==> src/source/dbg_pkg.sv <==
package dbg_pkg;

  // plain vector widths with a meaning on the bus or the probes.
  typedef logic [31:0] dbg_word_t;   // apb data word.
  typedef logic [7:0]  dbg_paddr_t;  // apb byte address.
  typedef logic [13:0] probe_addr_t; // weight bram probe address.
  typedef logic [15:0] feat_addr_t;  // feature bram address.
  typedef logic [11:0] lane_data_t;  // one sparse pe lane.
  typedef logic [3:0]  lane_sel_t;   // lane index, 16 lanes.

  // stage flags in the low byte, then feature seen and feature above threshold.
  typedef logic [9:0]  sticky_vec_t;

  // capture slot word, valid bit on top of the lane value.
  typedef logic [12:0] cap_word_t;

  // msb first, so the packed image matches the STICKY byte.
  typedef struct packed {
    logic spmm_vld;
    logic spmm_rdy;
    logic dmvm_vld;
    logic dmvm_rdy;
    logic sm_vld;
    logic sm_rdy;
    logic aggr_vld;
    logic aggr_rdy;
  } stage_hs_t;

  typedef struct packed {
    logic       en;
    feat_addr_t addr;
  } feat_wr_t;

  typedef struct packed {
    lane_sel_t   lane_sel;
    probe_addr_t match0;
    probe_addr_t match1;
    feat_addr_t  feat_thresh;
  } dbg_cfg_t;

  // single cycle strobes from the register block.
  typedef struct packed {
    sticky_vec_t sticky_clr; // write-one-to-clear mask.
    logic        cnt_clr;
    logic [1:0]  cap_clr;    // one per slot.
  } dbg_clr_t;

  localparam dbg_paddr_t REG_ID          = 8'h00;
  localparam dbg_paddr_t REG_CONFIG      = 8'h04;
  localparam dbg_paddr_t REG_STICKY      = 8'h08;
  localparam dbg_paddr_t REG_LANE_SEL    = 8'h0C;
  localparam dbg_paddr_t REG_MATCH0      = 8'h10;
  localparam dbg_paddr_t REG_MATCH1      = 8'h14;
  localparam dbg_paddr_t REG_CAP0        = 8'h18;
  localparam dbg_paddr_t REG_CAP1        = 8'h1C;
  localparam dbg_paddr_t REG_CNT_LO      = 8'h20;
  localparam dbg_paddr_t REG_CNT_HI      = 8'h24;
  localparam dbg_paddr_t REG_FEAT_THRESH = 8'h28;

  // top of the node feature region.
  localparam feat_addr_t FEAT_THRESH_RST = 16'd43328;

endpackage

==> src/source/dbg_apb_regs.sv <==
`timescale 1ns/1ps

module dbg_apb_regs #(
  parameter int          CNT_W           = 48,
  parameter int          NUM_SPARSE_DATA = 12,
  parameter int unsigned BUILD_ID        = 15223003
) (
  input  logic                 clk,
  input  logic                 rst_n,
  input  dbg_pkg::dbg_paddr_t  paddr_i,
  input  logic                 psel_i,
  input  logic                 penable_i,
  input  logic                 pwrite_i,
  input  dbg_pkg::dbg_word_t   pwdata_i,
  output dbg_pkg::dbg_word_t   prdata_o,
  output logic                 pready_o,
  output logic                 pslverr_o,
  output dbg_pkg::dbg_cfg_t    cfg_o,
  output dbg_pkg::dbg_clr_t    clr_o,
  input  dbg_pkg::sticky_vec_t sticky_i,
  input  logic [CNT_W-1:0]     count_i,
  input  dbg_pkg::cap_word_t   cap0_i,
  input  dbg_pkg::cap_word_t   cap1_i
);

  localparam dbg_pkg::probe_addr_t MATCH0_RST = 14'd10;
  localparam dbg_pkg::probe_addr_t MATCH1_RST = 14'd20;

  logic               access;
  logic               mapped;
  logic               wr_ok;
  logic               do_wr;
  logic [63:0]        count_ext;
  dbg_pkg::dbg_word_t rdata;
  dbg_pkg::dbg_cfg_t  cfg_q;
  dbg_pkg::dbg_clr_t  clr_q;

  assign access    = psel_i && penable_i;
  assign count_ext = 64'(count_i);

  // address decode and read mux.
  always_comb begin
    rdata  = '0;
    mapped = 1'b1;
    wr_ok  = 1'b0;
    case (paddr_i)
      dbg_pkg::REG_ID:     rdata = dbg_pkg::dbg_word_t'(BUILD_ID);
      dbg_pkg::REG_CONFIG: rdata = dbg_pkg::dbg_word_t'(NUM_SPARSE_DATA);
      dbg_pkg::REG_STICKY: begin
        rdata = 32'(sticky_i);
        wr_ok = 1'b1; // w1c.
      end
      dbg_pkg::REG_LANE_SEL: begin
        rdata = 32'(cfg_q.lane_sel);
        wr_ok = 1'b1;
      end
      dbg_pkg::REG_MATCH0: begin
        rdata = 32'(cfg_q.match0);
        wr_ok = 1'b1;
      end
      dbg_pkg::REG_MATCH1: begin
        rdata = 32'(cfg_q.match1);
        wr_ok = 1'b1;
      end
      dbg_pkg::REG_CAP0: begin
        rdata = {cap0_i[12], 19'd0, cap0_i[11:0]};
        wr_ok = 1'b1; // any write empties the slot.
      end
      dbg_pkg::REG_CAP1: begin
        rdata = {cap1_i[12], 19'd0, cap1_i[11:0]};
        wr_ok = 1'b1;
      end
      dbg_pkg::REG_CNT_LO: begin
        rdata = count_ext[31:0];
        wr_ok = 1'b1;
      end
      dbg_pkg::REG_CNT_HI: rdata = count_ext[63:32];
      dbg_pkg::REG_FEAT_THRESH: begin
        rdata = 32'(cfg_q.feat_thresh);
        wr_ok = 1'b1;
      end
      default: mapped = 1'b0;
    endcase
  end

  assign do_wr = access && pwrite_i && wr_ok;

  // no wait states, the access phase always completes.
  assign pready_o  = access;
  assign pslverr_o = access && (!mapped || (pwrite_i && !wr_ok));
  assign prdata_o  = (access && !pwrite_i) ? rdata : '0;

  always_ff @(posedge clk or negedge rst_n) begin
    if (!rst_n) begin
      cfg_q.lane_sel    <= '0;
      cfg_q.match0      <= MATCH0_RST;
      cfg_q.match1      <= MATCH1_RST;
      cfg_q.feat_thresh <= dbg_pkg::FEAT_THRESH_RST;
    end else if (do_wr) begin
      case (paddr_i)
        dbg_pkg::REG_LANE_SEL:    cfg_q.lane_sel    <= dbg_pkg::lane_sel_t'(pwdata_i);
        dbg_pkg::REG_MATCH0:      cfg_q.match0      <= dbg_pkg::probe_addr_t'(pwdata_i);
        dbg_pkg::REG_MATCH1:      cfg_q.match1      <= dbg_pkg::probe_addr_t'(pwdata_i);
        dbg_pkg::REG_FEAT_THRESH: cfg_q.feat_thresh <= dbg_pkg::feat_addr_t'(pwdata_i);
        default: ;
      endcase
    end
  end

  // clear strobes last one cycle, the datapath acts on the following edge.
  always_ff @(posedge clk or negedge rst_n) begin
    if (!rst_n) begin
      clr_q <= '0;
    end else begin
      clr_q <= '0;
      if (do_wr) begin
        case (paddr_i)
          dbg_pkg::REG_STICKY: clr_q.sticky_clr <= dbg_pkg::sticky_vec_t'(pwdata_i);
          dbg_pkg::REG_CNT_LO: clr_q.cnt_clr    <= 1'b1;
          dbg_pkg::REG_CAP0:   clr_q.cap_clr[0] <= 1'b1;
          dbg_pkg::REG_CAP1:   clr_q.cap_clr[1] <= 1'b1;
          default: ;
        endcase
      end
    end
  end

  assign cfg_o = cfg_q;
  assign clr_o = clr_q;

endmodule

==> src/source/dbg_event_counter.sv <==
`timescale 1ns/1ps

module dbg_event_counter #(
  parameter int CNT_W = 48
) (
  input  logic             clk,
  input  logic             rst_n,
  input  logic             inc_i,
  input  logic             clr_i,
  output logic [CNT_W-1:0] count_o
);

  logic [CNT_W-1:0] count_q;

  // free running, wraps at the top.
  always_ff @(posedge clk or negedge rst_n) begin
    if (!rst_n) begin
      count_q <= '0;
    end else if (clr_i) begin
      count_q <= '0;
    end else if (inc_i) begin
      count_q <= count_q + 1'b1;
    end
  end

  assign count_o = count_q;

endmodule

==> src/source/dbg_lane_capture.sv <==
`timescale 1ns/1ps

module dbg_lane_capture #(
  parameter int NUM_LANES = 16
) (
  input  logic                                  clk,
  input  logic                                  rst_n,
  input  logic                                  spmm_rdy_i,
  input  dbg_pkg::probe_addr_t                  probe_addr_i,
  input  dbg_pkg::lane_data_t [NUM_LANES-1:0]   sppe_i,
  input  dbg_pkg::dbg_cfg_t                     cfg_i,
  input  logic [1:0]                            cap_clr_i,
  output dbg_pkg::cap_word_t                    cap0_o,
  output dbg_pkg::cap_word_t                    cap1_o
);

  dbg_pkg::lane_data_t lane;
  logic [1:0]          hit;
  dbg_pkg::cap_word_t  cap_q [2];

  // a lane index past the vector reads as zero.
  assign lane = (cfg_i.lane_sel < NUM_LANES) ? sppe_i[cfg_i.lane_sel] : '0;

  assign hit[0] = spmm_rdy_i && (probe_addr_i == cfg_i.match0);
  assign hit[1] = spmm_rdy_i && (probe_addr_i == cfg_i.match1);

  always_ff @(posedge clk or negedge rst_n) begin
    if (!rst_n) begin
      for (int i = 0; i < 2; i++) begin
        cap_q[i] <= '0;
      end
    end else begin
      for (int i = 0; i < 2; i++) begin
        if (hit[i]) begin
          cap_q[i] <= {1'b1, lane}; // newest match replaces the old one.
        end else if (cap_clr_i[i]) begin
          cap_q[i] <= '0;
        end
      end
    end
  end

  assign cap0_o = cap_q[0];
  assign cap1_o = cap_q[1];

endmodule

==> src/source/dbg_sticky_flags.sv <==
`timescale 1ns/1ps

module dbg_sticky_flags (
  input  logic                 clk,
  input  logic                 rst_n,
  input  dbg_pkg::stage_hs_t   hs_i,
  input  dbg_pkg::feat_wr_t    feat_wr_i,
  input  dbg_pkg::feat_addr_t  feat_thresh_i,
  input  dbg_pkg::sticky_vec_t clr_i,
  output dbg_pkg::sticky_vec_t flags_o
);

  dbg_pkg::sticky_vec_t flags_q;
  dbg_pkg::sticky_vec_t set;
  logic                 feat_seen;
  logic                 feat_high;

  assign feat_seen = feat_wr_i.en;
  assign feat_high = feat_wr_i.en && (feat_wr_i.addr >= feat_thresh_i);

  // event bits line up with the STICKY register.
  assign set = {feat_high, feat_seen, hs_i};

  always_ff @(posedge clk or negedge rst_n) begin
    if (!rst_n) begin
      flags_q <= '0;
    end else begin
      flags_q <= (flags_q & ~clr_i) | set; // set beats clear.
    end
  end

  assign flags_o = flags_q;

endmodule

==> src/source/debug_monitor_top.sv <==
`timescale 1ns/1ps

module debug_monitor_top #(
  parameter int          NUM_SPARSE_DATA = 12,
  parameter int unsigned BUILD_ID        = 15223003,
  parameter int          CNT_W           = 48,
  parameter int          NUM_LANES       = 16
) (
  input  logic                                clk,
  input  logic                                rst_n,
  input  dbg_pkg::dbg_paddr_t                 paddr_i,
  input  logic                                psel_i,
  input  logic                                penable_i,
  input  logic                                pwrite_i,
  input  dbg_pkg::dbg_word_t                  pwdata_i,
  output dbg_pkg::dbg_word_t                  prdata_o,
  output logic                                pready_o,
  output logic                                pslverr_o,
  input  dbg_pkg::stage_hs_t                  hs_i,
  input  dbg_pkg::probe_addr_t                probe_addr_i,
  input  dbg_pkg::lane_data_t [NUM_LANES-1:0] sppe_i,
  input  dbg_pkg::feat_wr_t                   feat_wr_i
);

  dbg_pkg::dbg_cfg_t    cfg;
  dbg_pkg::dbg_clr_t    clr;
  dbg_pkg::sticky_vec_t sticky;
  logic [CNT_W-1:0]     count;
  dbg_pkg::cap_word_t   cap0;
  dbg_pkg::cap_word_t   cap1;

  dbg_apb_regs #(
    .CNT_W           (CNT_W),
    .NUM_SPARSE_DATA (NUM_SPARSE_DATA),
    .BUILD_ID        (BUILD_ID)
  ) u_regs (
    .clk       (clk),
    .rst_n     (rst_n),
    .paddr_i   (paddr_i),
    .psel_i    (psel_i),
    .penable_i (penable_i),
    .pwrite_i  (pwrite_i),
    .pwdata_i  (pwdata_i),
    .prdata_o  (prdata_o),
    .pready_o  (pready_o),
    .pslverr_o (pslverr_o),
    .cfg_o     (cfg),
    .clr_o     (clr),
    .sticky_i  (sticky),
    .count_i   (count),
    .cap0_i    (cap0),
    .cap1_i    (cap1)
  );

  dbg_sticky_flags u_sticky (
    .clk           (clk),
    .rst_n         (rst_n),
    .hs_i          (hs_i),
    .feat_wr_i     (feat_wr_i),
    .feat_thresh_i (cfg.feat_thresh),
    .clr_i         (clr.sticky_clr),
    .flags_o       (sticky)
  );

  // softmax valid cycles.
  dbg_event_counter #(.CNT_W(CNT_W)) u_counter (
    .clk     (clk),
    .rst_n   (rst_n),
    .inc_i   (hs_i.sm_vld),
    .clr_i   (clr.cnt_clr),
    .count_o (count)
  );

  dbg_lane_capture #(.NUM_LANES(NUM_LANES)) u_capture (
    .clk          (clk),
    .rst_n        (rst_n),
    .spmm_rdy_i   (hs_i.spmm_rdy),
    .probe_addr_i (probe_addr_i),
    .sppe_i       (sppe_i),
    .cfg_i        (cfg),
    .cap_clr_i    (clr.cap_clr),
    .cap0_o       (cap0),
    .cap1_o       (cap1)
  );

endmodule

==> config.mk <==
export PLATFORM = sky130hd
export DESIGN_NAME = debug_monitor_top
export DESIGN_NICKNAME = d
export VERILOG_FILES = /design/src/source/dbg_pkg.sv /design/src/source/dbg_apb_regs.sv /design/src/source/dbg_event_counter.sv /design/src/source/dbg_lane_capture.sv /design/src/source/dbg_sticky_flags.sv /design/src/source/debug_monitor_top.sv
export SDC_FILE = /design/constraint.sdc
export NUM_CORES = 1
export LEC_CHECK = 0
export BUFFER_PORTS_ARGS = -buffer_cell sky130_fd_sc_hd__buf_2
export CORE_AREA = 5 5 152 154
export DETAILED_ROUTE_END_ITERATION = 10
export DIE_AREA = 0 0 157 159
export PLACE_DENSITY = 0.73
export REMOVE_ABC_BUFFERS = 1
export SLEW_MARGIN = 25
export SYNTH_ARGS = -nofsm -noshare
export SYNTH_HDL_FRONTEND = slang
export SYNTH_HIERARCHICAL = 1
export SYNTH_SLANG_ARGS = --single-unit
==> constraint.sdc <==
create_clock -name clk -period 2.55 [get_ports clk]
set_input_delay 0.255 -clock clk [delete_from_list [all_inputs] [get_ports clk]]
set_output_delay 0.255 -clock clk [all_outputs]
set_load 0.005 [all_outputs]
==> out/metrics.yaml <==
setup_viol: 0
ant_nets: 0
fin_total_pwr_mw: 5.53
rrSetupSlack_ps: 290
post_cts_buffers: 0
grt_max_degree: 65
dieWidth_microns: 157
syn_area_per_cell_sq_um: 10.6
final_cells: 1523
dieArea_sq_um: 25000
slew_violations: 0
fin_crit_ps: 2380
gr-usage-met3_pct: 5.30
min_path_cells: 2
setup_tns_ps: 0
dr.pass1.iters: 5
min_path_type: "in2reg"
path_max_fanout: 20
worst_r2r_path_depth: 6
initial_core_util_pct: 46.0
critPathKind: "in2out"
hpwl_mm: 26.2
dp.cells: 1488
clk_pin_slew_ps: 50
hold_buffers: 1
boundaryPins: 310
drive_above_1_share_pct: 40.4
grt.total_usage_pct: 26.0
holdWs_ps: 11.9
status: "finished clean"
p_per_area_nw_per_um2: 447
syn_to_final_growth_pct: 24.7
synth-seq-area-share_pct: 36.7
overflow: 0
coreArea_sq_um: 21600
utilization_pct: 57.4
drt_iter0_markers: 722
nets: 1521
viasPerCell: 5.80
use_met2_pct: 44.4
cts_max_path_buffers: 2
post_drt_wl_per_cell_microns: 21.6
fin_crit_sh_pct: 93.3
cp.arrival_ps: 2120
peakVddDrop_v: 0.000263
place_ws_ps: 263
cts-root-buf: "clkbuf_16"
worst_pin_slew_ps: 1050
hold_violations: 0
place_congestion: 0.932
h-tree-depth: 4
ys.flop_type: "dfrtp_1"
cp-start-kind: "primary input"
syn_inst: 933
drv_cap: 0
routed_wl_mm: 32.8
synth_enable_flop_cells: 0
clock_skew_ps: 5.62
mappedNetlistArea_sq_um: 9920
grt_pass1_wl_mm: 50.6
clock-sinks: 145
yosysWarnings: 6
busiest_layer: "met2"
cts_buffers: 17
fin_area_sq_um: 12400
slew_headroom_pct: 30.0
grt_pass1_vias: 9137
crit-reg2reg-launch: "u_counter/count_o[9]"
die_h_microns: 159
ys_ff_latch: 145
dpl-instance-area_sq_um: 11800
clock_latency_ps: 420
io_buffers: 293
crit_start: "paddr_i[1]"
async_flop_share_pct: 100
required_ps: 2300
placementRows: 54
cts_resized: 0
rsz0062_at_grt: "false"
use_met1_pct: 32.6
final.setup.worst_slack_ps: 170
reg2reg_to: "u_counter/count_o[38]"
worstHoldStart: "hs_i[1]"
antenna_found_initial: 4
fmax_mhz: 420
ys_types: 71
num_vias: 8829
leakage_nw: 5.48
drc: 0
whs_endpoint: "u_sticky/flags_o[1]"
cp-end-kind: "output pin"
cts_tree: "done"
==> layer usage <==
metal  part of all wire [%]  wire length, microns  vias to the layer above
met5                  0.021                     7                        -
met4                    3.0                   983                        2
met1                     38                 12600                     4299
met3                    7.1                  2330                       63
met2                     51                 16900                      400
li1                       -                     -                     4065
==> synthesized netlist by cell type, drive strengths merged (7+ instances only) <==
library cell    n  area share (%)
dfstp           9             2.4
nand4          24             1.7
nor3           18             1.0
inv            37             1.4
or3            10            0.63
nor2b           8            0.50
nand3          24             1.3
mux2i          40             4.0
xor2            7            0.62
a22oi           7            0.53
o21ai          13            0.66
a21o           12            0.91
a31oi          11            0.69
nand2b         16             1.0
xnor2          61             5.4
clkbuf         29             1.1
nor2           76             3.1
a21oi          26             1.3
buf            35             2.4
mux2           54             6.5
a32oi           8            0.71
a22o           39             3.4
nor4           23             2.0
ha             17             2.1
and2           25             1.6
dfrtp         136              34
nand2          55             2.1
and3           11            0.69
mux4           48              11
==> layout by cell type (no fill, tap or decap), types with 9 or more instances in the layout <==
master     netlist  final
a21o_1          12     12
a21oi_1         26     26
a22o_1          39     39
a31oi_1         11     11
and2_1          25     25
and3_1          11     11
buf_2           18    292
buf_4            5     40
clkbuf_16        0     17
dfrtp_1        136    134
dfstp_2          9      9
ha_1            17     17
inv_1           37     37
mux2_2          43     43
mux2_4          10     10
mux2i_1         40     40
mux4_2          48     48
nand2_1         55     55
nand2b_1        15     15
nand3_1         23     23
nand4_1         23     23
nor2_1          74     74
nor3_1          17     17
nor4_1          17     16
o21ai_0         13     13
or3_1           10     10
xnor2_1         61     61
==> worst max-delay path, cell delays in order <==
cell,delay [ps]
buf_2,150
nor4_1,630
o2111ai_2,250
buf_4,280
nor3_1,360
buf_2,190
==> cell type report <==
class                   instances  area [sq um]
fillers                      1882          9190
diodes                          2          5.00
well taps                     280           350
multi-input cells             687          5810
flip-flops and latches        145          3640
clock inverters                 8          40.0
clock buffers                  24           472
inverters                      37           139
repair buffers                340          1900
==> logic make-up after synthesis <==
group / Yosys count / share of synthesized area [%]
xor gates and xnor gates: 68 / 6.01
DFF: 145 / 36.7
buffers and inverters: 101 / 4.93
muxes: 142 / 21.5
and+or+nand+nor: 314 / 17.8
AOI/OAI and AO/OA: 146 / 10.9
adders and majority gates: 17 / 2.15
==> power by group <==
part	total (mW)	switching (mW)	leakage (nW)	internal, mW
Clock	2.21	0.928	0.261	1.28
Sequential	2.50	0.113	1.75	2.38
Combinational	0.825	0.403	3.47	0.422
Total	5.53	1.44	5.48	4.09
==> state kept, by name, indices dropped and copies added, names as in the netlist <==
signal             count
u_regs/cfg_o          48
u_sticky/flags_o      10
u_counter/count_o     48
u_capture/cap1_o      13
u_regs/clr_o          13
u_capture/cap0_o      13
==> how the worst max path moves through the flow <==
stage,slack [ps],cells after the start,endpoint
floorplan,-690,4,u_capture/cap1_o[0]
global placement,270,7,prdata_o[14]
detailed placement,260,6,prdata_o[15]
CTS,240,5,prdata_o[0]
global route,20,6,prdata_o[15]
finish,170,6,prdata_o[15]
No activity file was read; power rests on OpenSTA's default activity.
